==> src/hw/mem_defines.svh <==
`ifndef MEM_DEFINES_SVH
`define MEM_DEFINES_SVH

// ********************
// bus widths
// ********************

`define MEM_ADDR_W 32
`define MEM_DATA_W 64
`define MEM_SEL_W 8

// ********************
// memory map
// ********************

// RAM window, limit is the first address past it
`define RAM_BASE 32'h8000_0000
`define RAM_LIMIT 32'h8800_0000

// sram depth in doublewords, log2
`define SRAM_DEPTH_LOG2 10

`endif

==> src/hw/bus_pkg.sv <==
`default_nettype none

`include "mem_defines.svh"

package bus_pkg;

    // ********************
    // bus side types
    // ********************

    typedef logic [`MEM_ADDR_W-1:0] bus_addr_t;
    typedef logic [`MEM_DATA_W-1:0] bus_data_t;
    typedef logic [`MEM_SEL_W-1:0]  bus_sel_t;

    // where a data access ends up
    typedef enum logic {
        REGION_RAM = 1'b0,
        REGION_DEV = 1'b1
    } region_e;

endpackage

`default_nettype wire

==> src/hw/wb_if.sv <==
`timescale 1ns/100ps
`default_nettype none

// wishbone classic, one beat per handshake
interface wb_if;

    logic               cyc;
    logic               stb;
    logic               we;
    bus_pkg::bus_addr_t adr;
    bus_pkg::bus_sel_t  sel;
    bus_pkg::bus_data_t dat_w;
    bus_pkg::bus_data_t dat_r;
    logic               ack;

    // request side, held steady until ack
    modport master (
        output cyc, stb, we, adr, sel, dat_w,
        input  dat_r, ack
    );

    // response side, one ack per beat
    modport slave (
        input  cyc, stb, we, adr, sel, dat_w,
        output dat_r, ack
    );

endinterface

`default_nettype wire

==> src/hw/mem_arbiter.sv <==
`timescale 1ns/100ps
`default_nettype none

module mem_arbiter (
    input  wire  clk,
    input  wire  rst_n_i,
    wb_if.slave  data_bus_i,
    wb_if.slave  fetch_bus_i,
    wb_if.master sram_bus_o
);

    typedef enum logic [1:0] {
        GNT_IDLE  = 2'd0,
        GNT_DATA  = 2'd1,
        GNT_FETCH = 2'd2
    } grant_e;

    grant_e grant_q;
    grant_e grant_d;
    logic   data_req;
    logic   fetch_req;

    assign data_req  = data_bus_i.cyc && data_bus_i.stb;
    assign fetch_req = fetch_bus_i.cyc && fetch_bus_i.stb;

    // ********************
    // grant FSM
    // ********************

    // data first, grant held for the whole beat of the owner
    always_comb begin
        grant_d = grant_q;
        case (grant_q)
            GNT_IDLE: begin
                if (data_req) begin
                    grant_d = GNT_DATA;
                end else if (fetch_req) begin
                    grant_d = GNT_FETCH;
                end
            end
            GNT_DATA: begin
                if ((sram_bus_o.ack && data_bus_i.stb) || !data_bus_i.cyc) begin
                    grant_d = GNT_IDLE;
                end
            end
            GNT_FETCH: begin
                if ((sram_bus_o.ack && fetch_bus_i.stb) || !fetch_bus_i.cyc) begin
                    grant_d = GNT_IDLE;
                end
            end
            default: grant_d = GNT_IDLE;
        endcase
    end

    always_ff @(posedge clk) begin
        if (!rst_n_i) begin
            grant_q <= GNT_IDLE;
        end else begin
            grant_q <= grant_d;
        end
    end

    // ********************
    // owner to sram
    // ********************

    always_comb begin
        sram_bus_o.cyc   = 1'b0;
        sram_bus_o.stb   = 1'b0;
        sram_bus_o.we    = 1'b0;
        sram_bus_o.adr   = data_bus_i.adr;
        sram_bus_o.sel   = data_bus_i.sel;
        sram_bus_o.dat_w = data_bus_i.dat_w;
        case (grant_q)
            GNT_DATA: begin
                sram_bus_o.cyc = data_bus_i.cyc;
                sram_bus_o.stb = data_bus_i.stb;
                sram_bus_o.we  = data_bus_i.we;
            end
            GNT_FETCH: begin
                // fetch is read only
                sram_bus_o.cyc = fetch_bus_i.cyc;
                sram_bus_o.stb = fetch_bus_i.stb;
                sram_bus_o.adr = fetch_bus_i.adr;
                sram_bus_o.sel = fetch_bus_i.sel;
            end
            default: begin
                sram_bus_o.cyc = 1'b0;
            end
        endcase
    end

    assign data_bus_i.dat_r  = sram_bus_o.dat_r;
    assign fetch_bus_i.dat_r = sram_bus_o.dat_r;
    assign data_bus_i.ack    = (grant_q == GNT_DATA) && sram_bus_o.ack;
    assign fetch_bus_i.ack   = (grant_q == GNT_FETCH) && sram_bus_o.ack;

endmodule

`default_nettype wire

==> src/flat_wrapper.sv <==
// flat-port wrapper written by rule: the top's interface ports become plain ports
module mem_arbiter_flat 
  (clk, rst_n_i, data_bus_i_cyc, data_bus_i_stb, data_bus_i_we, data_bus_i_adr, data_bus_i_sel, data_bus_i_dat_w, data_bus_i_dat_r, data_bus_i_ack, fetch_bus_i_cyc, fetch_bus_i_stb, fetch_bus_i_we, fetch_bus_i_adr, fetch_bus_i_sel, fetch_bus_i_dat_w, fetch_bus_i_dat_r, fetch_bus_i_ack, sram_bus_o_cyc, sram_bus_o_stb, sram_bus_o_we, sram_bus_o_adr, sram_bus_o_sel, sram_bus_o_dat_w, sram_bus_o_dat_r, sram_bus_o_ack);
  wb_if data_bus_i_i ();
  wb_if fetch_bus_i_i ();
  wb_if sram_bus_o_i ();
  input  wire clk;
  input  wire rst_n_i;
  input wire logic [$bits(data_bus_i_i.cyc)-1:0] data_bus_i_cyc;
  input wire logic [$bits(data_bus_i_i.stb)-1:0] data_bus_i_stb;
  input wire logic [$bits(data_bus_i_i.we)-1:0] data_bus_i_we;
  input wire logic [$bits(data_bus_i_i.adr)-1:0] data_bus_i_adr;
  input wire logic [$bits(data_bus_i_i.sel)-1:0] data_bus_i_sel;
  input wire logic [$bits(data_bus_i_i.dat_w)-1:0] data_bus_i_dat_w;
  output wire logic [$bits(data_bus_i_i.dat_r)-1:0] data_bus_i_dat_r;
  output wire logic [$bits(data_bus_i_i.ack)-1:0] data_bus_i_ack;
  input wire logic [$bits(fetch_bus_i_i.cyc)-1:0] fetch_bus_i_cyc;
  input wire logic [$bits(fetch_bus_i_i.stb)-1:0] fetch_bus_i_stb;
  input wire logic [$bits(fetch_bus_i_i.we)-1:0] fetch_bus_i_we;
  input wire logic [$bits(fetch_bus_i_i.adr)-1:0] fetch_bus_i_adr;
  input wire logic [$bits(fetch_bus_i_i.sel)-1:0] fetch_bus_i_sel;
  input wire logic [$bits(fetch_bus_i_i.dat_w)-1:0] fetch_bus_i_dat_w;
  output wire logic [$bits(fetch_bus_i_i.dat_r)-1:0] fetch_bus_i_dat_r;
  output wire logic [$bits(fetch_bus_i_i.ack)-1:0] fetch_bus_i_ack;
  output wire logic [$bits(sram_bus_o_i.cyc)-1:0] sram_bus_o_cyc;
  output wire logic [$bits(sram_bus_o_i.stb)-1:0] sram_bus_o_stb;
  output wire logic [$bits(sram_bus_o_i.we)-1:0] sram_bus_o_we;
  output wire logic [$bits(sram_bus_o_i.adr)-1:0] sram_bus_o_adr;
  output wire logic [$bits(sram_bus_o_i.sel)-1:0] sram_bus_o_sel;
  output wire logic [$bits(sram_bus_o_i.dat_w)-1:0] sram_bus_o_dat_w;
  input wire logic [$bits(sram_bus_o_i.dat_r)-1:0] sram_bus_o_dat_r;
  input wire logic [$bits(sram_bus_o_i.ack)-1:0] sram_bus_o_ack;
  assign data_bus_i_i.cyc = data_bus_i_cyc;
  assign data_bus_i_i.stb = data_bus_i_stb;
  assign data_bus_i_i.we = data_bus_i_we;
  assign data_bus_i_i.adr = data_bus_i_adr;
  assign data_bus_i_i.sel = data_bus_i_sel;
  assign data_bus_i_i.dat_w = data_bus_i_dat_w;
  assign data_bus_i_dat_r = data_bus_i_i.dat_r;
  assign data_bus_i_ack = data_bus_i_i.ack;
  assign fetch_bus_i_i.cyc = fetch_bus_i_cyc;
  assign fetch_bus_i_i.stb = fetch_bus_i_stb;
  assign fetch_bus_i_i.we = fetch_bus_i_we;
  assign fetch_bus_i_i.adr = fetch_bus_i_adr;
  assign fetch_bus_i_i.sel = fetch_bus_i_sel;
  assign fetch_bus_i_i.dat_w = fetch_bus_i_dat_w;
  assign fetch_bus_i_dat_r = fetch_bus_i_i.dat_r;
  assign fetch_bus_i_ack = fetch_bus_i_i.ack;
  assign sram_bus_o_cyc = sram_bus_o_i.cyc;
  assign sram_bus_o_stb = sram_bus_o_i.stb;
  assign sram_bus_o_we = sram_bus_o_i.we;
  assign sram_bus_o_adr = sram_bus_o_i.adr;
  assign sram_bus_o_sel = sram_bus_o_i.sel;
  assign sram_bus_o_dat_w = sram_bus_o_i.dat_w;
  assign sram_bus_o_i.dat_r = sram_bus_o_dat_r;
  assign sram_bus_o_i.ack = sram_bus_o_ack;
  mem_arbiter u_core (.clk(clk), .rst_n_i(rst_n_i), .data_bus_i(data_bus_i_i), .fetch_bus_i(fetch_bus_i_i), .sram_bus_o(sram_bus_o_i));
endmodule
==> config.mk <==
export PLATFORM = sky130hd
export DESIGN_NAME = mem_arbiter_flat
export DESIGN_NICKNAME = d
export VERILOG_FILES = /design/src/hw/bus_pkg.sv /design/src/hw/wb_if.sv /design/src/hw/mem_arbiter.sv /design/src/flat_wrapper.sv
export VERILOG_INCLUDE_DIRS = /design/src /design/src/hw
export SDC_FILE = /design/constraint.sdc
export NUM_CORES = 1
export LEC_CHECK = 0
export BUFFER_PORTS_ARGS = -buffer_cell sky130_fd_sc_hd__buf_2
export CORE_AREA = 2 2 203 205
export CTS_CLUSTER_DIAMETER = 100
export DETAILED_ROUTE_END_ITERATION = 10
export DIE_AREA = 0 0 205 207
export PLACE_DENSITY = 0.31
export SYNTH_ARGS = -nofsm -noshare
export SYNTH_HDL_FRONTEND = slang
export SYNTH_SLANG_ARGS = --single-unit
export TNS_END_PERCENT = 10
==> constraint.sdc <==
create_clock -name clk -period 4.46 [get_ports clk]
set_clock_uncertainty 0.15 [all_clocks]
set_input_delay 0.446 -clock clk [delete_from_list [all_inputs] [get_ports clk]]
set_output_delay 0.446 -clock clk [all_outputs]
set_load 0.05 [all_outputs]
==> metrics.md <==
| Metric | Value |
|---|---|
| Run status | `completed` |
| Sequential area share after synthesis | `0.0188` |
| DR pass1 iterations | `4` |
| Asr flop ratio synth | `0` |
| Post-route setup TNS | `0 ps` |
| Cts bufs inserted | `3` |
| Largest register FFs | `2` |
| CTS clk-pin slew, worst paths | `approximately 30 ps` |
| Peak VDD IR | `between 80 and 90 µV` |
| Min-delay worst type | `reg -> reg` |
| Synth Net Count | `between 500 and 600` |
| Most instantiated cells after synthesis | `buf_4, mux2_2, and2_1` |
| Io pins | `roughly 520` |
| CTS Hold Bufs | `0` |
| DIE AREA | `around 42,000 µm²` |
| Clock Sinks | `2` |
| Most used DFF post-synth | `dfxtp_1` |
| Unique masters post-synth | `17` |
| Initial core utilization | `0.0528` |
| Syn Area/Cell | `about 8 µm²` |
| Ys Warns | `0` |
| Worst r2r path cells | `5` |
| Final HPWL DP | `5390 µm` |
| Initial DRC count | `11` |
| Crit path time final | `about 2800 ps` |
| Fillers | `about 4,800` |
| Finished Core Util | `0.0515` |
| Crit share post-route | `0.637` |
| DRC | `0` |
| Chip height | `about 210 µm` |
| Routed len/inst | `8.37 µm` |
| Slew Viols, Final | `0` |
| Post-synth top area share | `0.676` |
| PwrDens | `approximately 270 nW/µm²` |
| Relative slew slack | `0.593` |
| Routed WL | `~6100 µm` |
| Clk buf depth | `2` |
| CTS root buf | `clkbuf_16` |
| Max-Cap Viols | `0` |
| Worst Tran Pin Value | `just over 600 ps` |
| Final Hold Viols | `0` |
| Nets@finish | `a little under 500` |
| FP Rows | `74` |
| Maximum clock rate | `0.352 GHz` |
| Area leader, netlist | `buf_4` |
| Most frequent cell after synthesis | `buf_4` |
| Worst reg2reg startpoint | `u_core.grant_q[0]` |
| Post-CTS setup buffers | `0` |
| TritonCTS clock tree | `done` |
| Post-Syn Instances | `approximately 260` |
| RSZ-0062 raised after global routing | `no` |
| Vias | `1,335` |
| Largest net degree at the start of global routing | `24` |
| Skew-Pair Late Insertion Delay | `between 200 and 250 ps` |
| Worst EP required | `just under 4000 ps` |
| Arr. time, crit path | `between 2000 and 2500 ps` |
| Post-CTS sizing | `0` |
| Crit. End Element | `output port` |
| Via density | `between 1.5 and 2` |
| Initial antenna violation count | `0` |
| Synth area leaders | `buf_4, mux2_2, ha_1, dfxtp_1, and2_1` |
| Mapped cell area | `~2100 µm²` |
| Layout cells sized above 1 | `0.872` |
| Diode count | `0` |
| Worst hold start | `u_core.grant_q[0]` |
| GR Util All Layers | `0.0254` |
| Vias in the first global route | `between 1,000 and 1,500` |
| First-pass GRT wire length | `~8000 µm` |
| Post-synth EDFFs | `0` |
| Critical-path maximum fanout | `23` |
| Top Registers | `u_core.grant_q (2)` |
| Nature of the critical path startpoint | `flip-flop` |
| Final Wtd Congestion | `0.598` |
| Die Width | `approximately 200 µm` |
| Category of the most critical setup path | `reg -> out` |
| Biggest register | `u_core.grant_q` |
| CTS HTree Levels | `1` |
| Worst setup path start | `u_core.grant_q[0]` |
| Total core area | `40,400 µm²` |
| I/O Buffers | `between 100 and 150` |
| Final Total Pwr | `0.559 mW` |
| Grt ovf | `0` |
| Register bit total from synthesis | `2` |
| Area grow syn2layout | `-2.35%` |
| Post-route ant nets | `0` |
| Leakage dissipation | `between 0.8 and 0.9 nW` |
| Setup Viol. Count Final | `0` |
| Cells on Worst Hold Path | `2` |
-- kinds of logic (layout without fill, tap and decap cells) --
group,Yosys count,after routing,synth area share
simple gates,12,12,0.0305
compound gates,7,7,0.0264
mux,40,40,0.211
fa+ha+maj,4,4,0.0235
flops,2,2,0.0188
buf+inv,198,138,0.689
-- routing by layer --
metal / share of wire / wire [µm] / GRT usage / up-vias
li1: - / - / - / 531
met1: 0.24 / 1510 / 0.0160 / 517
met2: 0.44 / 2690 / 0.0408 / 204
met3: 0.18 / 1110 / 0.0156 / 83
met4: 0.14 / 839 / 0.0385 / 0
met5: 0 / 0 / 0 / -
-- path summary, 6_finish.rpt --
path                                      endpoint  slack, ps
worst min-delay path             u_core.grant_q[0]        340
worst max register to register   u_core.grant_q[1]       2540
worst max-delay path            sram_bus_o_adr[25]       1620
worst min register to register   u_core.grant_q[0]        340
-- worst max-delay path, stage by stage, from the launching register on --
cell and delay, ps:
dfxtp_1 310, inv_1 100, ha_2 590, buf_4 390, mux2_2 370, buf_2 220
-- power breakdown --
| group | internal (mW) | switching, mW | leakage (nW) |
|---|---|---|---|
| combinational | 0.131 | 0.272 | 0.749 |
| clock | 0.114 | 0.0189 | 0.0370 |
| sequential | 0.0206 | 0.00239 | 0.0165 |
| total | 0.266 | 0.293 | 0.802 |
-- placed cells by master, fill, tap and decap left out, types with 2 or more instances in the layout --
master     Yosys  routed
nand2_1        4       4
buf_2          4     132
and2_1         5       5
ha_1           4       3
clkbuf_16      0       3
nor2b_1        2       2
inv_1          2       2
mux2_2        40      40
dfxtp_1        2       2
-- area by class of cell --
| cell class | count | area, µm² | area share |
|---|---|---|---|
| Inverter | 2 | 7.51 | 0.00361 |
| Sequential cell | 2 | 40.0 | 0.0192 |
| Timing Repair Buffer | 133 | 668 | 0.321 |
| Clock buffer | 3 | 75.1 | 0.0361 |
| Tap cell | 532 | 666 | 0.320 |
| Multi-Input combinational cell | 63 | 624 | 0.300 |
-- per-stage QoR --
stage | instances | hold WS, ps | cell area (µm²) | setup WS, ps
after floorplan | 263 | 314 | 2130 | 2420
after global placement | 732 | 353 | 2010 | 1760
after detailed placement | 732 | 346 | 2010 | 1750
after CTS | 735 | 350 | 2080 | 1520
after global routing | 735 | 373 | 2080 | 1420
final | 735 | 342 | 2080 | 1620
Power figures use the tool's default switching activity.
