`src/hw/mem_defines.svh`:
```
`ifndef MEM_DEFINES_SVH
`define MEM_DEFINES_SVH

// ********************
// bus widths
// ********************

`define MEM_ADDR_W 32
`define MEM_DATA_W 64
`define MEM_SEL_W 8

// ********************
// memory map
// ********************

// RAM window, limit is the first address past it
`define RAM_BASE 32'h8000_0000
`define RAM_LIMIT 32'h8800_0000

// sram depth in doublewords, log2
`define SRAM_DEPTH_LOG2 10

`endif

```
`src/hw/bus_pkg.sv`:
```
`default_nettype none

`include "mem_defines.svh"

package bus_pkg;

    // ********************
    // bus side types
    // ********************

    typedef logic [`MEM_ADDR_W-1:0] bus_addr_t;
    typedef logic [`MEM_DATA_W-1:0] bus_data_t;
    typedef logic [`MEM_SEL_W-1:0]  bus_sel_t;

    // where a data access ends up
    typedef enum logic {
        REGION_RAM = 1'b0,
        REGION_DEV = 1'b1
    } region_e;

endpackage

`default_nettype wire

```
`src/hw/wb_if.sv`:
```
`timescale 1ns/100ps
`default_nettype none

// wishbone classic, one beat per handshake
interface wb_if;

    logic               cyc;
    logic               stb;
    logic               we;
    bus_pkg::bus_addr_t adr;
    bus_pkg::bus_sel_t  sel;
    bus_pkg::bus_data_t dat_w;
    bus_pkg::bus_data_t dat_r;
    logic               ack;

    // request side, held steady until ack
    modport master (
        output cyc, stb, we, adr, sel, dat_w,
        input  dat_r, ack
    );

    // response side, one ack per beat
    modport slave (
        input  cyc, stb, we, adr, sel, dat_w,
        output dat_r, ack
    );

endinterface

`default_nettype wire

```
`src/hw/region_router.sv`:
```
`timescale 1ns/100ps
`default_nettype none

`include "mem_defines.svh"

module region_router (
    input  wire  clk,
    input  wire  rst_n_i,
    wb_if.slave  lsu_bus_i,
    wb_if.master ram_bus_o,
    wb_if.master dev_bus_o
);

    bus_pkg::region_e region;

    // inside the RAM window goes to sram, the rest stays uncached
    assign region = (lsu_bus_i.adr >= bus_pkg::bus_addr_t'(`RAM_BASE) &&
                     lsu_bus_i.adr <  bus_pkg::bus_addr_t'(`RAM_LIMIT)) ?
                    bus_pkg::REGION_RAM : bus_pkg::REGION_DEV;

    // ********************
    // steering
    // ********************

    assign ram_bus_o.cyc   = lsu_bus_i.cyc && (region == bus_pkg::REGION_RAM);
    assign ram_bus_o.stb   = lsu_bus_i.stb && (region == bus_pkg::REGION_RAM);
    assign ram_bus_o.we    = lsu_bus_i.we;
    assign ram_bus_o.adr   = lsu_bus_i.adr;
    assign ram_bus_o.sel   = lsu_bus_i.sel;
    assign ram_bus_o.dat_w = lsu_bus_i.dat_w;

    assign dev_bus_o.cyc   = lsu_bus_i.cyc && (region == bus_pkg::REGION_DEV);
    assign dev_bus_o.stb   = lsu_bus_i.stb && (region == bus_pkg::REGION_DEV);
    assign dev_bus_o.we    = lsu_bus_i.we;
    assign dev_bus_o.adr   = lsu_bus_i.adr;
    assign dev_bus_o.sel   = lsu_bus_i.sel;
    assign dev_bus_o.dat_w = lsu_bus_i.dat_w;

    // response of the selected side only
    assign lsu_bus_i.dat_r = (region == bus_pkg::REGION_RAM) ? ram_bus_o.dat_r
                                                             : dev_bus_o.dat_r;
    assign lsu_bus_i.ack   = (region == bus_pkg::REGION_RAM) ? ram_bus_o.ack
                                                             : dev_bus_o.ack;

endmodule

`default_nettype wire

```
`src/flat_wrapper.sv`:
```
// flat-port wrapper written by rule: the top's interface ports become plain ports
module region_router_flat 
  (clk, rst_n_i, lsu_bus_i_cyc, lsu_bus_i_stb, lsu_bus_i_we, lsu_bus_i_adr, lsu_bus_i_sel, lsu_bus_i_dat_w, lsu_bus_i_dat_r, lsu_bus_i_ack, ram_bus_o_cyc, ram_bus_o_stb, ram_bus_o_we, ram_bus_o_adr, ram_bus_o_sel, ram_bus_o_dat_w, ram_bus_o_dat_r, ram_bus_o_ack, dev_bus_o_cyc, dev_bus_o_stb, dev_bus_o_we, dev_bus_o_adr, dev_bus_o_sel, dev_bus_o_dat_w, dev_bus_o_dat_r, dev_bus_o_ack);
  wb_if lsu_bus_i_i ();
  wb_if ram_bus_o_i ();
  wb_if dev_bus_o_i ();
  input  wire clk;
  input  wire rst_n_i;
  input wire logic [$bits(lsu_bus_i_i.cyc)-1:0] lsu_bus_i_cyc;
  input wire logic [$bits(lsu_bus_i_i.stb)-1:0] lsu_bus_i_stb;
  input wire logic [$bits(lsu_bus_i_i.we)-1:0] lsu_bus_i_we;
  input wire logic [$bits(lsu_bus_i_i.adr)-1:0] lsu_bus_i_adr;
  input wire logic [$bits(lsu_bus_i_i.sel)-1:0] lsu_bus_i_sel;
  input wire logic [$bits(lsu_bus_i_i.dat_w)-1:0] lsu_bus_i_dat_w;
  output wire logic [$bits(lsu_bus_i_i.dat_r)-1:0] lsu_bus_i_dat_r;
  output wire logic [$bits(lsu_bus_i_i.ack)-1:0] lsu_bus_i_ack;
  output wire logic [$bits(ram_bus_o_i.cyc)-1:0] ram_bus_o_cyc;
  output wire logic [$bits(ram_bus_o_i.stb)-1:0] ram_bus_o_stb;
  output wire logic [$bits(ram_bus_o_i.we)-1:0] ram_bus_o_we;
  output wire logic [$bits(ram_bus_o_i.adr)-1:0] ram_bus_o_adr;
  output wire logic [$bits(ram_bus_o_i.sel)-1:0] ram_bus_o_sel;
  output wire logic [$bits(ram_bus_o_i.dat_w)-1:0] ram_bus_o_dat_w;
  input wire logic [$bits(ram_bus_o_i.dat_r)-1:0] ram_bus_o_dat_r;
  input wire logic [$bits(ram_bus_o_i.ack)-1:0] ram_bus_o_ack;
  output wire logic [$bits(dev_bus_o_i.cyc)-1:0] dev_bus_o_cyc;
  output wire logic [$bits(dev_bus_o_i.stb)-1:0] dev_bus_o_stb;
  output wire logic [$bits(dev_bus_o_i.we)-1:0] dev_bus_o_we;
  output wire logic [$bits(dev_bus_o_i.adr)-1:0] dev_bus_o_adr;
  output wire logic [$bits(dev_bus_o_i.sel)-1:0] dev_bus_o_sel;
  output wire logic [$bits(dev_bus_o_i.dat_w)-1:0] dev_bus_o_dat_w;
  input wire logic [$bits(dev_bus_o_i.dat_r)-1:0] dev_bus_o_dat_r;
  input wire logic [$bits(dev_bus_o_i.ack)-1:0] dev_bus_o_ack;
  assign lsu_bus_i_i.cyc = lsu_bus_i_cyc;
  assign lsu_bus_i_i.stb = lsu_bus_i_stb;
  assign lsu_bus_i_i.we = lsu_bus_i_we;
  assign lsu_bus_i_i.adr = lsu_bus_i_adr;
  assign lsu_bus_i_i.sel = lsu_bus_i_sel;
  assign lsu_bus_i_i.dat_w = lsu_bus_i_dat_w;
  assign lsu_bus_i_dat_r = lsu_bus_i_i.dat_r;
  assign lsu_bus_i_ack = lsu_bus_i_i.ack;
  assign ram_bus_o_cyc = ram_bus_o_i.cyc;
  assign ram_bus_o_stb = ram_bus_o_i.stb;
  assign ram_bus_o_we = ram_bus_o_i.we;
  assign ram_bus_o_adr = ram_bus_o_i.adr;
  assign ram_bus_o_sel = ram_bus_o_i.sel;
  assign ram_bus_o_dat_w = ram_bus_o_i.dat_w;
  assign ram_bus_o_i.dat_r = ram_bus_o_dat_r;
  assign ram_bus_o_i.ack = ram_bus_o_ack;
  assign dev_bus_o_cyc = dev_bus_o_i.cyc;
  assign dev_bus_o_stb = dev_bus_o_i.stb;
  assign dev_bus_o_we = dev_bus_o_i.we;
  assign dev_bus_o_adr = dev_bus_o_i.adr;
  assign dev_bus_o_sel = dev_bus_o_i.sel;
  assign dev_bus_o_dat_w = dev_bus_o_i.dat_w;
  assign dev_bus_o_i.dat_r = dev_bus_o_dat_r;
  assign dev_bus_o_i.ack = dev_bus_o_ack;
  region_router u_core (.clk(clk), .rst_n_i(rst_n_i), .lsu_bus_i(lsu_bus_i_i), .ram_bus_o(ram_bus_o_i), .dev_bus_o(dev_bus_o_i));
endmodule
```
`config.mk`:
```
export PLATFORM = sky130hd
export DESIGN_NAME = region_router_flat
export DESIGN_NICKNAME = d
export VERILOG_FILES = /design/src/hw/bus_pkg.sv /design/src/hw/wb_if.sv /design/src/hw/region_router.sv /design/src/flat_wrapper.sv
export VERILOG_INCLUDE_DIRS = /design/src /design/src/hw
export SDC_FILE = /design/constraint.sdc
export NUM_CORES = 1
export LEC_CHECK = 0
export ABC_AREA = 1
export BUFFER_PORTS_ARGS = -buffer_cell sky130_fd_sc_hd__buf_2
export CAP_MARGIN = 20
export CORE_AREA = 4 4 197 199
export DETAILED_ROUTE_END_ITERATION = 16
export DIE_AREA = 0 0 201 203
export PLACE_DENSITY = 0.3
export SLEW_MARGIN = 20
export SYNTH_ARGS = -nofsm -noshare
export SYNTH_HDL_FRONTEND = slang
export SYNTH_SLANG_ARGS = --single-unit
```
`constraint.sdc`:
```
create_clock -name vclk -period 0.85
set_clock_uncertainty 0.1 [all_clocks]
set_input_delay 0.085 -clock vclk [all_inputs]
set_output_delay 0.085 -clock vclk [all_outputs]
set_load 0.02 [all_outputs]
```
==> metrics.txt, run 1 <==
status=finished with violations; failing checks=negative setup slack; Final Worst Setup Slack=-0.4750 ns; final setup fails=69; Final Critical Period=1.325 ns; FP Rows=71; final antenna-violating net count=0; die width=201 um; max-cap check violation count=0; top cells by area, synth=buf_4 (61%), nand2_1 (18%), nand4_1 (15%); GR Util All Layers=5.878%; Buf/Inv on CP=4; worst slew pin tran=0.1979 ns; Crit Path Category=in2out; I/O pin count=518; die area=40,800 sq um; crit path from=lsu_bus_i_adr[30]; Cell variety after synth=10; power density cells=496.2 nW/um^2; Highest Clock Rate=0.7547 GHz; Chip Height=203 um; unrepaired setup endpoints after global routing=yes; Core Footprint=37,220 sq um; gr ovfl total=0; hold buffers post-CTS=0; most common cell after layout, fill and taps aside=buf_2; seq_cells=0; Max IR drop VDD=156.6 uV; Initial Utilization=7.281%; Final Hold Vio Count=0; syn nets=684; HPWL after DPL=9771 um; PortBufs=216; Avg Inst Size Synth=6.090 sq um; Synth top area share=61.50%; CP max stage delay=0.19 ns; largest net degree at the start of global routing=35; placed inst area=3028 sq um; setup TNS=-27.04 ns; dpl ws=-0.5790 ns; Worst setup SP type=input port; Via Count=2,734; Ant. Diodes=0; worst-path fanout max=34; DRC Markers=0; fin nets=696; Worst path top cell family by delay=buffers and inverters; post-layout util=9.849%; area added between synthesis and finish=35.27%; post-synthesis instance total=445; leading area contributor after synthesis=buf_4; Sequential Area=0 sq um; post-route cell area=3666 sq um; type of the most critical hold path=in2out; layout cells sized above 1=71.43%; Worst path slowest cell=buf_12; max-slew violation count=0; most frequent cells in the layout=buf_2 (166), nand2_2 (68), nand4_1 (65); 1st-iter DRT viols=77; WL final=13,640 um; Hold Slack=0.07001 ns; HP Start=lsu_bus_i_dat_w[13]; Placed Cells=913; Ys Warns=0; Placer Congestion=0.6873; Filler cells=4,362; LEAKAGE=1.794 nW; fin crit share=155.9%; total power=1.819 mW; drt wl/cell=14.68 um; cell chain of the critical path=buf_8 > nor2_4 > buf_12 > nand3_4 > buf_12 > nand2_1 > nand2_1 > buf_2; crit end category=primary output; CLK BUF=0; TritonRoute pass-1 iters=4; Worst EP arrival=1.14 ns; vias in the first global route=2,905; sequential share of the synthesized area=0%; Cell Area, Synth=2710 sq um; Worst EP required=0.66 ns; vias per cell=2.943; Rel. slew slack=86.81%; final std cells w/o fill=929; first-pass GRT wire length=18,340 um; initial antenna violation count=1
cells by family (layout without fill, tap and decap cells):
| family | after synthesis | count (layout) | share of synthesized area (%) |
|---|---|---|---|
| AND/OR/NAND/NOR | 202 | 202 | 34.40 |
| buffers and inverters | 243 | 253 | 65.60 |
path summary, 6_finish.rpt:
| check | depth (start not counted) | endpoint | slack, ns |
|---|---|---|---|
| max | 8 | lsu_bus_i_dat_r[62] | -0.48 |
| min | 0 | ram_bus_o_dat_w[13] | 0.07 |
per-layer routing:
metal  global-route usage (%)  wire length [um]
met5                        0                 0
met4                    2.581               620
met3                    3.210              1924
met2                    10.15              6548
met1                    5.859              4546
layout make-up:
| cell class | instances | area (sq um) | share of cell area [%] |
|---|---|---|---|
| Tap cell | 474 | 593.1 | 16.18 |
| Multi-Input combinational cell | 202 | 1135 | 30.96 |
| Inverter | 5 | 23.77 | 0.6485 |
| Timing Repair Buffer | 248 | 1914 | 52.22 |
Yosys cell counts (all sizes together):
library cell	instances
nand4	65
nand2	130
clkbuf	5
nor2	6
nand3	1
buf	233
inv	5
where the power goes:
part / switching (mW) / leakage (nW) / internal (mW)
Sequential: 0 / 0 / 0
Clock: 0 / 0 / 0
Combinational: 0.940 / 1.79 / 0.879
Total: 0.940 / 1.79 / 0.879
timing repair:
item	4_1_cts	5_1_grt
hold endpoints to repair	0	0
resized for setup	61	46
buffers inserted	6	3
pin swaps	11	12
cloned	8	1
setup endpoints to repair	69	69
Power figures use the tool's default switching activity.
==> inputs of run 2 (changes only) <==
--- a/config.mk
+++ b/config.mk
@@ -12,7 +12,7 @@
 export CORE_AREA = 4 4 197 199
 export DETAILED_ROUTE_END_ITERATION = 16
 export DIE_AREA = 0 0 201 203
-export PLACE_DENSITY = 0.3
+export PLACE_DENSITY_LB_ADDON = 0.2
 export SLEW_MARGIN = 20
 export SYNTH_ARGS = -nofsm -noshare
 export SYNTH_HDL_FRONTEND = slang
==> run 2 against run 1 <==
Net effect:
- the flow still finishes with violations (negative setup slack)
- final area is 0.96% higher
- clock-buffer cell count stayed put
- hold slack hardly changed
- critical path depth is 1 higher
- first-iteration DRC count is 7.8% higher
- sequential share of layout area stayed put
- final cell count is 0.54% higher
- die area stayed put
- flip-flop and latch count stayed put
- setup slack worse by 0.0076 ns
- largest cell class unchanged
- largest power group unchanged
- highest routed layer is now met5
==> metrics.txt, run 2 (synthesized netlist as in run 1, its figures left out) <==
status=finished with violations (unchanged); failing checks=negative setup slack (unchanged); Filler cells=4,420 (was 4,362); final setup fails=69 (unchanged); setup TNS=-28.51 ns (was -27.04 ns); Worst path top cell family by delay=buffers and inverters (unchanged); CP max stage delay=0.17 ns (was 0.19 ns); Ant. Diodes=0 (unchanged); HPWL after DPL=10,430 um (was 9771 um); power density cells=473.6 nW/um^2 (was 496.2 nW/um^2); HP Start=lsu_bus_i_sel[1] (was lsu_bus_i_dat_w[13]); area added between synthesis and finish=36.57% (was 35.27%); Hold Slack=0.07001 ns (about the same); most frequent cells in the layout=buf_2 (172), nand2_2 (68), nand4_1 (65) (was buf_2 (166), nand2_2 (68), nand4_1 (65)); most common cell after layout, fill and taps aside=buf_2 (unchanged); Via Count=2,763 (was 2,734); Final Critical Period=1.333 ns (was 1.325 ns); vias in the first global route=2,855 (was 2,905); Core Footprint=37,220 sq um (unchanged); Buf/Inv on CP=5 (was 4); Worst path slowest cell=buf_12 (unchanged); fin nets=701 (was 696); CLK BUF=0 (unchanged); Placer Congestion=0.6653 (was 0.6873); Max IR drop VDD=235.9 uV (was 156.6 uV); Placed Cells=924 (was 913); Initial Utilization=7.281% (unchanged); FP Rows=71 (unchanged); Sequential Area=0 sq um (unchanged); die width=201 um (unchanged); fin crit share=156.8% (was 155.9%); CP dominant cell by count=buf_12; cell chain of the critical path=buf_8 > nor2_4 > buf_12 > nand3_4 > buf_12 > clkbuf_16 > nand2_4 > nand2_2 > buf_6 (was buf_8 > nor2_4 > buf_12 > nand3_4 > buf_12 > nand2_1 > nand2_1 > buf_2); Worst EP required=0.66 ns (about the same); Hold Crit Depth=0 (unchanged); Rel. slew slack=79.51% (was 86.81%); LEAKAGE=1.798 nW (was 1.794 nW); GR Util All Layers=5.475% (was 5.878%); worst slew pin tran=0.3073 ns (was 0.1979 ns); final std cells w/o fill=934 (was 929); vias per cell=2.958 (was 2.943); Final Hold Vio Count=0 (unchanged); dpl ws=-0.6709 ns (was -0.5790 ns); initial antenna violation count=0 (was 1); TritonRoute pass-1 iters=4 (unchanged); PortBufs=216 (unchanged); first-pass GRT wire length=17,510 um (was 18,340 um); drt wl/cell=13.75 um (was 14.68 um); Worst EP arrival=1.15 ns (was 1.14 ns); layout cells sized above 1=74.57% (was 71.43%); Hold EP=dev_bus_o_sel[1] (was ram_bus_o_dat_w[13]); largest net degree at the start of global routing=35 (unchanged); Highest Clock Rate=0.7504 GHz (was 0.7547 GHz); crit path from=lsu_bus_i_adr[27] (was lsu_bus_i_adr[30]); final antenna-violating net count=0 (unchanged); DRC Markers=0 (unchanged); 1st-iter DRT viols=83 (was 77); gr ovfl total=0 (unchanged); type of the most critical hold path=in2out (unchanged); worst-path fanout max=6 (was 34); WL final=12,840 um (was 13,640 um); area occupied by multi-input gates=1230 sq um (was 1135 sq um); Chip Height=203 um (unchanged); die area=40,800 sq um (unchanged); max-cap check violation count=0 (unchanged); max-slew violation count=0 (unchanged); Worst setup SP type=input port (unchanged); seq_cells=0 (unchanged); I/O pin count=518 (unchanged); crit end category=primary output (unchanged); unrepaired setup endpoints after global routing=yes (unchanged); Final Worst Setup Slack=-0.4826 ns (was -0.4750 ns); Crit Path Category=in2out (unchanged)
run 2: cell types whose count changed in the layout (fill, tap and decap cells not counted), moves of 2 or more:
| cell | previous run | this run |
|---|---|---|
| nand2_1 | 62 | 50 |
| nand2_4 | 0 | 12 |
| buf_6 | 26 | 36 |
| buf_2 | 166 | 172 |
| buf_16 | 7 | 2 |
| buf_4 | 30 | 26 |
| buf_12 | 12 | 10 |
run 2: stage by stage:
step	area [sq um]	power [mW]	util (%)
2_1_floorplan	2942	2.151	-
3_3_place_gp	3085	1.481	8.289
3_5_place_dp	3085	1.467	8.289
4_1_cts	3467	1.662	9.315
5_1_grt	3701	1.892	9.943
6_report	3701	1.753	9.943
run 2: final cells by class:
class,count,area share (%)
repair buffers,253,49.76
multi-input cells,202,33.23
well taps,474,16.02
inverters,5,0.9804
run 2: how the worst max path moves through the flow:
stage / endpoint / slack (ns) / cells past startpoint
after floorplan: lsu_bus_i_dat_r[28] / -0.08 / 6
after global placement: lsu_bus_i_dat_r[61] / -0.66 / 8
after detailed placement: lsu_bus_i_dat_r[61] / -0.67 / 8
after CTS: lsu_bus_i_dat_r[39] / -0.51 / 9
after global routing: lsu_bus_i_dat_r[54] / -0.53 / 9
final: lsu_bus_i_dat_r[54] / -0.48 / 9
run 2: per-layer routing:
metal	global-route usage [%]	routed length, um	vias to the layer above
li1	-	-	1258
met1	5.666	4451	1157
met2	9.214	5894	288
met3	2.827	1804	58
met4	2.483	658	2
met5	0.5952	32	-
run 2: report_power, final:
group | total (mW) | internal, mW | switching [mW]
logic | 1.75 | 0.825 | 0.927
clock network | 0 | 0 | 0
registers | 0 | 0 | 0
total | 1.75 | 0.825 | 0.927
run 2: timing repair:
action | in CTS | in global routing
pin swaps | 3 | 16
hold buffers | 0 | 0
setup endpoints to repair | 69 | 69
setup buffers | 6 | 0
cloned | 2 | 2
resized for setup | 83 | 52
