### src/hw/mem_defines.svh
`ifndef MEM_DEFINES_SVH
`define MEM_DEFINES_SVH

// ********************
// bus widths
// ********************

`define MEM_ADDR_W 32
`define MEM_DATA_W 64
`define MEM_SEL_W 8

// ********************
// memory map
// ********************

// RAM window, limit is the first address past it
`define RAM_BASE 32'h8000_0000
`define RAM_LIMIT 32'h8800_0000

// sram depth in doublewords, log2
`define SRAM_DEPTH_LOG2 10

`endif

### src/hw/bus_pkg.sv
`default_nettype none

`include "mem_defines.svh"

package bus_pkg;

    // ********************
    // bus side types
    // ********************

    typedef logic [`MEM_ADDR_W-1:0] bus_addr_t;
    typedef logic [`MEM_DATA_W-1:0] bus_data_t;
    typedef logic [`MEM_SEL_W-1:0]  bus_sel_t;

    // where a data access ends up
    typedef enum logic {
        REGION_RAM = 1'b0,
        REGION_DEV = 1'b1
    } region_e;

endpackage

`default_nettype wire

### src/hw/mem_access_pkg.sv
`default_nettype none

package mem_access_pkg;

    // ********************
    // core side of a load/store
    // ********************

    // width of one access, lanes covered are 1, 2, 4 or 8 bytes
    typedef enum logic [1:0] {
        SIZE_BYTE   = 2'd0,
        SIZE_HALF   = 2'd1,
        SIZE_WORD   = 2'd2,
        SIZE_DOUBLE = 2'd3
    } access_size_e;

endpackage

`default_nettype wire

### src/hw/wb_if.sv
`timescale 1ns/100ps
`default_nettype none

// wishbone classic, one beat per handshake
interface wb_if;

    logic               cyc;
    logic               stb;
    logic               we;
    bus_pkg::bus_addr_t adr;
    bus_pkg::bus_sel_t  sel;
    bus_pkg::bus_data_t dat_w;
    bus_pkg::bus_data_t dat_r;
    logic               ack;

    // request side, held steady until ack
    modport master (
        output cyc, stb, we, adr, sel, dat_w,
        input  dat_r, ack
    );

    // response side, one ack per beat
    modport slave (
        input  cyc, stb, we, adr, sel, dat_w,
        output dat_r, ack
    );

endinterface

`default_nettype wire

### src/hw/lsu_lane_align.sv
`timescale 1ns/100ps
`default_nettype none

`include "mem_defines.svh"

module lsu_lane_align (
    input  wire                           clk,
    input  wire                           rst_n_i,
    input  wire                           lsu_cyc_i,
    input  wire                           lsu_stb_i,
    input  wire                           lsu_we_i,
    input  wire bus_pkg::bus_addr_t       lsu_adr_i,
    input  wire mem_access_pkg::access_size_e lsu_size_i,
    input  wire                           lsu_unsigned_i,
    input  wire bus_pkg::bus_data_t       lsu_dat_i,
    output bus_pkg::bus_data_t            lsu_dat_o,
    output logic                          lsu_ack_o,
    wb_if.master                          bus_o
);

    localparam int OFF_W = $clog2(`MEM_SEL_W);

    logic [OFF_W-1:0]   off_live;
    bus_pkg::bus_sel_t  sel_base;
    bus_pkg::bus_data_t wdata;
    bus_pkg::bus_data_t shifted;

    // ********************
    // request side
    // ********************

    // lane pattern and replicated store data per size
    always_comb begin
        off_live = lsu_adr_i[OFF_W-1:0];
        sel_base = 8'hff;
        wdata    = lsu_dat_i;
        case (lsu_size_i)
            mem_access_pkg::SIZE_BYTE: begin
                sel_base = 8'h01;
                wdata    = {8{lsu_dat_i[7:0]}};
            end
            mem_access_pkg::SIZE_HALF: begin
                off_live[0] = 1'b0;
                sel_base    = 8'h03;
                wdata       = {4{lsu_dat_i[15:0]}};
            end
            mem_access_pkg::SIZE_WORD: begin
                off_live[1:0] = 2'b00;
                sel_base      = 8'h0f;
                wdata         = {2{lsu_dat_i[31:0]}};
            end
            default: begin
                off_live = '0;
            end
        endcase
    end

    assign bus_o.cyc   = lsu_cyc_i;
    assign bus_o.stb   = lsu_stb_i;
    assign bus_o.we    = lsu_we_i;
    assign bus_o.adr   = lsu_adr_i & ~bus_pkg::bus_addr_t'(`MEM_SEL_W - 1);
    assign bus_o.sel   = sel_base << off_live;
    assign bus_o.dat_w = wdata;

    // ********************
    // load return
    // ********************

    assign shifted = bus_o.dat_r >> {off_live, 3'b000};

    always_comb begin
        case (lsu_size_i)
            mem_access_pkg::SIZE_BYTE:
                lsu_dat_o = {{(`MEM_DATA_W-8){!lsu_unsigned_i && shifted[7]}}, shifted[7:0]};
            mem_access_pkg::SIZE_HALF:
                lsu_dat_o = {{(`MEM_DATA_W-16){!lsu_unsigned_i && shifted[15]}},
                             shifted[15:0]};
            mem_access_pkg::SIZE_WORD:
                lsu_dat_o = {{(`MEM_DATA_W-32){!lsu_unsigned_i && shifted[31]}},
                             shifted[31:0]};
            default:
                lsu_dat_o = shifted;
        endcase
    end

    assign lsu_ack_o = bus_o.ack;

endmodule

`default_nettype wire

### src/flat_wrapper.sv
// flat-port wrapper written by rule: the top's interface ports become plain ports
module lsu_lane_align_flat 
  (clk, rst_n_i, lsu_cyc_i, lsu_stb_i, lsu_we_i, lsu_adr_i, lsu_size_i, lsu_unsigned_i, lsu_dat_i, lsu_dat_o, lsu_ack_o, bus_o_cyc, bus_o_stb, bus_o_we, bus_o_adr, bus_o_sel, bus_o_dat_w, bus_o_dat_r, bus_o_ack);
  wb_if bus_o_i ();
  input  wire clk;
  input  wire rst_n_i;
  input  wire lsu_cyc_i;
  input  wire lsu_stb_i;
  input  wire lsu_we_i;
  input  wire bus_pkg::bus_addr_t lsu_adr_i;
  input  wire mem_access_pkg::access_size_e lsu_size_i;
  input  wire lsu_unsigned_i;
  input  wire bus_pkg::bus_data_t lsu_dat_i;
  output bus_pkg::bus_data_t lsu_dat_o;
  output logic lsu_ack_o;
  output wire logic [$bits(bus_o_i.cyc)-1:0] bus_o_cyc;
  output wire logic [$bits(bus_o_i.stb)-1:0] bus_o_stb;
  output wire logic [$bits(bus_o_i.we)-1:0] bus_o_we;
  output wire logic [$bits(bus_o_i.adr)-1:0] bus_o_adr;
  output wire logic [$bits(bus_o_i.sel)-1:0] bus_o_sel;
  output wire logic [$bits(bus_o_i.dat_w)-1:0] bus_o_dat_w;
  input wire logic [$bits(bus_o_i.dat_r)-1:0] bus_o_dat_r;
  input wire logic [$bits(bus_o_i.ack)-1:0] bus_o_ack;
  assign bus_o_cyc = bus_o_i.cyc;
  assign bus_o_stb = bus_o_i.stb;
  assign bus_o_we = bus_o_i.we;
  assign bus_o_adr = bus_o_i.adr;
  assign bus_o_sel = bus_o_i.sel;
  assign bus_o_dat_w = bus_o_i.dat_w;
  assign bus_o_i.dat_r = bus_o_dat_r;
  assign bus_o_i.ack = bus_o_ack;
  lsu_lane_align u_core (.clk(clk), .rst_n_i(rst_n_i), .lsu_cyc_i(lsu_cyc_i), .lsu_stb_i(lsu_stb_i), .lsu_we_i(lsu_we_i), .lsu_adr_i(lsu_adr_i), .lsu_size_i(lsu_size_i), .lsu_unsigned_i(lsu_unsigned_i), .lsu_dat_i(lsu_dat_i), .lsu_dat_o(lsu_dat_o), .lsu_ack_o(lsu_ack_o), .bus_o(bus_o_i));
endmodule
### config.mk
export PLATFORM = sky130hd
export DESIGN_NAME = lsu_lane_align_flat
export DESIGN_NICKNAME = d
export VERILOG_FILES = /design/src/hw/bus_pkg.sv /design/src/hw/mem_access_pkg.sv /design/src/hw/wb_if.sv /design/src/hw/lsu_lane_align.sv /design/src/flat_wrapper.sv
export VERILOG_INCLUDE_DIRS = /design/src /design/src/hw
export SDC_FILE = /design/constraint.sdc
export NUM_CORES = 1
export LEC_CHECK = 0
export BUFFER_PORTS_ARGS = -buffer_cell sky130_fd_sc_hd__buf_2
export CORE_AREA = 2 2 132 134
export DETAILED_ROUTE_END_ITERATION = 10
export DIE_AREA = 0 0 134 136
export GPL_TIMING_DRIVEN = 0
export PLACE_DENSITY_LB_ADDON = 0.25
export SYNTH_ARGS = -nofsm -noshare
export SYNTH_HDL_FRONTEND = slang
export SYNTH_SLANG_ARGS = --single-unit
### constraint.sdc
create_clock -name vclk -period 2.4
set_input_delay 0.36 -clock vclk [all_inputs]
set_output_delay 0.36 -clock vclk [all_outputs]
set_load 0.01 [all_outputs]
==> impl_metrics.tcl, run 1 <==
set metrics [dict create \
    ys_seq_area_frac 0 \
    nClkBuffers 0 \
    slew_violations 0 \
    rsz0062_at_grt "yes" \
    io_pins 341 \
    syn_area_um2 3490 \
    synth_top_family_by_area "simple AND/OR/NAND/NOR gates" \
    antenna_found_initial 2 \
    core_area_um2 16900 \
    synth-simple-area-share 0.325 \
    yosysUniqueCellTypes 48 \
    max_cap_viol_count 0 \
    track_usage 0.230 \
    drt_wl_total_um 22800 \
    timing.critical_path.from "lsu_size_i[0]" \
    total_leakage_power_uw 0.00329 \
    cp-end-kind "output port" \
    required_ns 2.04 \
    synth_mux_area_frac 0.195 \
    worst_slew_pin_slew_ns 0.622 \
    rows 48 \
    grt_max_degree 11 \
    dieWidth_um 134 \
    n_sequential_cell 0 \
    hpwl_um 17700 \
    firstDrtPassIters 5 \
    status "finished with violations" \
    tns_ns -5.46 \
    grt_pass1_wl_um 32700 \
    synth.area.top_cells "nand2_1 14%, buf_4 11%, a21oi_1 9.3%" \
    pre_cts_slack_ns -0.915 \
    synth_top_area_share 0.140 \
    gp_congestion 0.910 \
    drtIter0Drc 440 \
    die_h_um 136 \
    yosysTopAreaCell "nand2_1" \
    drive_above_1_share 0.558 \
    hold_buffers 0 \
    peakVddDrop_uv 90.4 \
    initial_utilization 0.207 \
    violations "setup timing" \
    post_drt_wl_per_cell_um 19.9 \
    crit_fanout 7 \
    hold_ws_ns 0.903 \
    hold_viol 0 \
    ys_top_cells_by_count "130 x nand2_1, 65 x a21oi_1, 56 x nand3_1" \
    yosys_warnings 0 \
    dieArea_um2 18200 \
    relSlewSlack 0.582 \
    setup_ws_ns -0.200 \
    nNetsFinal 1088 \
    synth_fa_ha_area_frac 0 \
    period_share 1.08 \
    hp-class "primary input to output port" \
    worstSetupEndpoint "lsu_dat_o[27]" \
    finalSetupViolations 55 \
    fmax_ghz 0.385 \
    syn_to_final_growth_pct 76.8 \
    power_density_nw_per_um2 241 \
    period_needed_ns 2.60 \
    crit_path_start_kind "primary input" \
    crit_type "primary input to output port" \
    yosysMostFrequentCell "nand2_1" \
    synth_compound_area_frac 0.286 \
    synth_xor_area_frac 0 \
    final_core_util 0.366 \
    grt_pass1_vias 5331 \
    hold_path_depth 2 \
    ff_latch_area_um2 0 \
    vias 5726 \
    multi_input_area_um2 3140 \
    ant_nets 0 \
    port_buffers 303 \
    drc 0 \
    fillCellCount 1850 \
    synthCells 585 \
    overflow 0 \
    vias_per_cell 5.00 \
    critPathArrivalTime_ns 2.24 \
    synth.avg_cell_area_um2 5.97 \
]
==> layout make-up <==
class,instances,share of cell area
antenna,3,0.00122
buffer,98,0.120
inverter,14,0.00892
multi-input combinational,473,0.509
tap,225,0.0456
timing repair buffer,332,0.315
==> cell usage in the layout, fill, tap and decap left out, types with 3 or more instances in the layout <==
cell type / n
nor2_1: 34
buf_4: 69
buf_2: 298
nand2_1: 130
clkbuf_1: 3
o21ai_1: 11
o21ai_0: 19
a211oi_2: 5
buf_8: 3
o311ai_1: 6
mux2i_1: 21
o21ai_2: 3
nand3_2: 9
nor2_4: 4
a31oi_1: 7
mux4_2: 7
inv_1: 12
a211oi_1: 5
nor2b_1: 3
nor3_1: 5
buf_12: 5
conb_1: 3
mux2i_2: 3
and2_1: 9
mux2_2: 24
a21oi_1: 63
clkbuf_2: 12
nand3_4: 7
buf_6: 30
diode_2: 3
clkbuf_4: 8
nand3_1: 40
o211ai_1: 20
==> logic make-up (layout without fill, tap and decap cells) <==
logic type             after synthesis  after routing
AOI/OAI and AO/OA                  160            160
buffers and inverters              114            444
muxes                               56             56
other                                1              6
and+or+nand+nor                    254            254
==> report_power, final <==
group          switching (uW)  internal (uW)   leakage, uW
registers                   0              0             0
logic                     814            675       0.00329
clock network               0       0.000168  0.0000000190
total                     814            675       0.00329
==> worst max-delay path: stages <==
cell and delay (ns):
buf_6 0.11, or4b_4 0.55, buf_12 0.16, nor2_1 0.12, a31oi_2 0.08, a22oi_2 0.19, buf_6 0.20, buf_6 0.12
o211ai_1 0.14, buf_2 0.20
==> per-stage QoR <==
step	area, um2	total power, uW	cells
6_report	6170	1490	1145
5_1_grt	6160	1590	1143
4_1_cts	5940	1430	1135
3_5_place_dp	5300	1280	1115
3_3_place_gp	5300	1280	1115
2_1_floorplan	3500	686	587
==> metal layers <==
metal	track usage	routed length (um)	up-vias
li1	-	-	2700
met1	0.324	9940	2664
met2	0.367	10400	328
met3	0.0369	1970	34
met4	0.0532	447	0
met5	0	0	-
==> what timing repair did <==
item                       CTS  global route
resized for setup          122            57
pin swaps                   11             9
setup buffers               19             9
gates cloned                 4             0
hold endpoints to repair     0             0
setup endpoints to repair  110            79
==> worst min-delay path by stage <==
stage,slack (ns),from,to
after floorplan,0.81,lsu_adr_i[10],bus_o_adr[10]
after detailed placement,0.90,lsu_adr_i[22],bus_o_adr[22]
final,0.90,lsu_adr_i[4],bus_o_adr[4]
after global placement,0.90,lsu_adr_i[4],bus_o_adr[4]
after CTS,0.90,lsu_adr_i[22],bus_o_adr[22]
after global routing,0.91,lsu_adr_i[14],bus_o_adr[14]
Power figures use the tool's default switching activity.
==> run 2: changes to the inputs <==
SLEW_MARGIN = 20   (was unset)
clock period = 2.6 ns   (was 2.4 ns; I/O delays follow)
==> run 2 against run 1 <==
Effect of this change:
- the run still ends with setup timing left
- utilization shrank 2.4 points
- routed wire length shrank 1.8%
- cell area shrank 6.6%
- critical path depth is the same
- cell count shrank 1.2%
- first-iteration DRC count grew 19%
- global-route usage shrank 0.38 points
- setup slack gained 0.14 ns
- count of clock-buffer cells in the layout is the same
- sequential share of layout area is the same
- critical endpoint unchanged
- highest routed layer unchanged
==> impl_metrics.tcl, run 2 (synthesized netlist as in run 1, its figures left out) <==
set metrics [dict create \
    grt_pass1_vias 5177 \
    required_ns 2.21 \
    relSlewSlack 0.509 \
    worst_slew_pin_slew_ns 0.737 \
    n_sequential_cell 0 \
    crit_type "primary input to output port" \
    peakVddDrop_uv 83.5 \
    slew_violations 0 \
    syn_to_final_growth_pct 65.2 \
    dieWidth_um 134 \
    initial_utilization 0.207 \
    track_usage 0.226 \
    power.total_uw 1280 \
    ff_latch_area_um2 0 \
    nClkBuffers 0 \
    drive_above_1_share 0.528 \
    max_cap_viol_count 0 \
    firstDrtPassIters 5 \
    hold_buffers 0 \
    power_density_nw_per_um2 221 \
    rsz0062_at_grt "yes" \
    overflow 0 \
    vias 5682 \
    port_buffers 303 \
    drtIter0Drc 524 \
    final_cells 1131 \
    final_cell_mix "308 x buf_2, 130 x nand2_1, 64 x a21oi_1, 60 x buf_4, 53 x nand3_1" \
    setup_ws_ns -0.0622 \
    hold_path_depth 2 \
    min_from "lsu_adr_i[4]" \
    period_share 1.02 \
    post-place-cells 1115 \
    ant_nets 0 \
    hpwl_um 17700 \
    layout_commonest_cell "buf_2" \
    nNetsFinal 1074 \
    period_needed_ns 2.66 \
    hp-class "primary input to output port" \
    grt_pass1_wl_um 32200 \
    vias_per_cell 5.02 \
    critPathArrivalTime_ns 2.27 \
    drc 0 \
    violations "setup timing" \
    rows 48 \
    cp-end-kind "output port" \
    post_drt_wl_per_cell_um 19.8 \
    antenna_found_initial 2 \
    dieArea_um2 18200 \
    drt_wl_total_um 22400 \
    hold_viol 0 \
    fillCellCount 1911 \
    final_core_util 0.342 \
    grt_max_degree 11 \
    crit_path_start_kind "primary input" \
    gp_congestion 0.910 \
    crit_fanout 6 \
    total_leakage_power_uw 0.00307 \
    hold_path_end "bus_o_adr[4]" \
    fmax_ghz 0.376 \
    die_h_um 136 \
    io_pins 341 \
    finalSetupViolations 15 \
    status "finished with violations" \
    core_area_um2 16900 \
]
[run 2: area by class of cell]
cell class                      count  area [um2]  share of cell area
Timing Repair Buffer              319        1710               0.297
Inverter                           14        53.8             0.00933
Multi-Input combinational cell    473        3000               0.521
Tap cell                          225         282              0.0488
Buffer                             97         709               0.123
Antenna cell                        3        7.51             0.00130
[run 2: per-layer routing]
layer / vias to the layer above / part of all wire / wire length (um) / track usage
li1: 2669 / - / - / -
met1: 2649 / 0.44 / 9750 / 0.320
met2: 326 / 0.46 / 10300 / 0.358
met3: 38 / 0.079 / 1760 / 0.0347
met4: 0 / 0.026 / 574 / 0.0579
met5: - / 0 / 0 / 0
[run 2: worst max-delay path by stage]
stage | startpoint | end | slack [ns]
floorplan | lsu_size_i[1] | lsu_dat_o[12] | 0.21
global placement | lsu_adr_i[1] | lsu_dat_o[11] | -0.74
detailed placement | lsu_adr_i[1] | lsu_dat_o[11] | -0.78
CTS | lsu_size_i[0] | lsu_dat_o[0] | -0.16
global route | lsu_adr_i[0] | lsu_dat_o[27] | -0.13
finish | lsu_adr_i[0] | lsu_dat_o[27] | -0.06
[run 2: repair_timing]
item | CTS | global route
buffers inserted | 8 | 8
cloned | 1 | 0
gates resized for setup | 55 | 62
pin swaps | 6 | 5
setup endpoints to repair | 102 | 98
[run 2: critical path: stages]
cell and delay [ns]:
buf_8 0.07, buf_8 0.10, nor2b_4 0.17, mux2_4 0.31, a221o_1 0.37, a22oi_2 0.24, buf_6 0.19, buf_6 0.11
o211ai_1 0.13, buf_2 0.19
[run 2: power breakdown]
group / internal (uW) / switching (uW)
Combinational: 554 / 722
Sequential: 0 / 0
Clock: 0.000155 / 0
Total: 554 / 722
[run 2: stage by stage]
stage                     instance area, um2  hold slack (ns)  setup TNS, ns  worst slack (ns)
after floorplan                         3500            0.872              0             0.211
after global placement                  5300            0.964         -30.82            -0.744
after detailed placement                5300            0.964         -28.56            -0.775
after CTS                               5530            0.964          -4.05            -0.162
after global routing                    5760            0.967          -2.76            -0.131
final                                   5760            0.963         -0.450           -0.0622
==> run 3: changes to the inputs <==
PLACE_DENSITY = 0.5   (was unset)
PLACE_DENSITY_LB_ADDON = unset   (was 0.25)
==> run 3 against run 2 <==
Effect of this change:
- the flow still finishes with violations (setup timing)
- global-route usage rose by 1.1 points
- via count increased by 0.86%
- count of clock-buffer cells in the layout stayed put
- critical path depth stayed put
- fmax is 0.91% lower
- cell count increased by 0.88%
- first-iteration DRC count fell by 5.2%
- routed wire length grew 4.0%
- highest routed layer unchanged
==> impl_metrics.tcl, run 3 (synthesized netlist as in run 1, its figures left out) <==
set metrics [dict create \
    antenna_found_initial 3 \
    tns_ns -1.33 \
    grt_max_degree 11 \
    final_cell_mix "293 x buf_2, 130 x nand2_1, 67 x buf_4, 64 x a21oi_1, 38 x nand3_1" \
    power.total_uw 1390 \
    relSlewSlack 0.496 \
    vias_per_cell 5.02 \
    power_density_nw_per_um2 226 \
    crit_path_start_kind "primary input" \
    slowest_delay_ns 0.37 \
    track_usage 0.237 \
    worst_slew_pin_slew_ns 0.755 \
    violations "setup timing" \
    nClkBuffers 0 \
    vias 5731 \
    total_leakage_power_uw 0.00326 \
    critPathBufInv 5 \
    crit_top_cell "buf_6" \
    nNetsFinal 1084 \
    met1Wirelength_um 10200 \
    grt_pass1_vias 5498 \
    port_buffers 303 \
    top_layer "met4" \
    rows 48 \
    hold_path_end "bus_o_adr[11]" \
    crit_fanout 5 \
    cp_slowest_cell "a221o_1" \
    hold_viol 0 \
    layout_commonest_cell "buf_2" \
    crit_path_cell_trace "buf_8, buf_6, nor2b_4, mux2_4, a221o_1, a22oi_2, buf_6, buf_6, o211ai_1, buf_2" \
    core_area_um2 16900 \
    syn_to_final_growth_pct 76.2 \
    hp-class "primary input to output port" \
    final_core_util 0.364 \
    cp_top_family "compound AO/OA/AOI/OAI gates" \
    min_from "lsu_adr_i[11]" \
    rsz0062_at_grt "yes" \
    gp_congestion 0.898 \
    ant_nets 0 \
    critPathArrivalTime_ns 2.30 \
    finalSetupViolations 39 \
    dieArea_um2 18200 \
    dieWidth_um 134 \
    final_cell_area_um2 6150 \
    initial_utilization 0.207 \
    fmax_ghz 0.372 \
    multi_input_area_um2 3170 \
    setup_ws_ns -0.0867 \
    cp-end-kind "output port" \
    wl_met2_um 10600 \
    period_share 1.03 \
    hpwl_um 18300 \
    period_needed_ns 2.69 \
    met3WireLength_um 1950 \
    hold_path_depth 2 \
    overflow 0 \
    die_h_um 136 \
    hold_buffers 0 \
    post_drt_wl_per_cell_um 20.4 \
    n_sequential_cell 0 \
    ff_latch_area_um2 0 \
    fillCellCount 1869 \
    drt_wl_total_um 23200 \
    crit_type "primary input to output port" \
    max_cap_viol_count 0 \
    grt_pass1_wl_um 33600 \
    peakVddDrop_uv 81.2 \
    pre_cts_slack_ns -0.785 \
    dpl_cell_area_um2 5300 \
    drc 0 \
    required_ns 2.21 \
    drive_above_1_share 0.548 \
    status "finished with violations" \
    io_pins 341 \
    drtIter0Drc 497 \
    slew_violations 0 \
    firstDrtPassIters 5 \
]
run 3: layout make-up:
class / instances / area share
Antenna cell: 3 / 0.00122
Tap cell: 225 / 0.0458
Inverter: 14 / 0.00936
Multi-Input combinational cell: 473 / 0.516
Buffer: 95 / 0.111
Timing Repair Buffer: 331 / 0.317
run 3: where the power goes:
group,total (uW),internal [uW],switching [uW]
logic,1390,623,765
clock network,0.000155,0.000155,0
registers,0,0,0
run 3: worst max path at each step:
stage / start / endpoint / cells after the start
2_1_floorplan: lsu_size_i[1] / lsu_dat_o[12] / 6
3_3_place_gp: lsu_adr_i[1] / lsu_dat_o[9] / 7
3_5_place_dp: lsu_adr_i[1] / lsu_dat_o[9] / 7
4_1_cts: lsu_adr_i[0] / lsu_dat_o[22] / 10
5_1_grt: lsu_adr_i[0] / lsu_dat_o[53] / 9
6_report: lsu_adr_i[0] / lsu_dat_o[25] / 10
run 3: layer usage:
metal | track usage | vias up
li1 | - | 2679
met1 | 0.327 | 2664
met2 | 0.381 | 352
met3 | 0.0391 | 36
met4 | 0.0686 | 0
met5 | 0 | -
run 3: stage by stage:
stage	hold WS, ns	cells
floorplan	0.872	587
global placement	0.964	1115
detailed placement	0.964	1115
CTS	0.964	1139
global route	0.967	1141
finish	0.963	1141
run 3: what timing repair did:
action	CTS	global route
buffers inserted	21	4
endpoints found under the setup margin	101	68
gates resized for setup	93	68
cloned	4	2
pin swaps	8	11
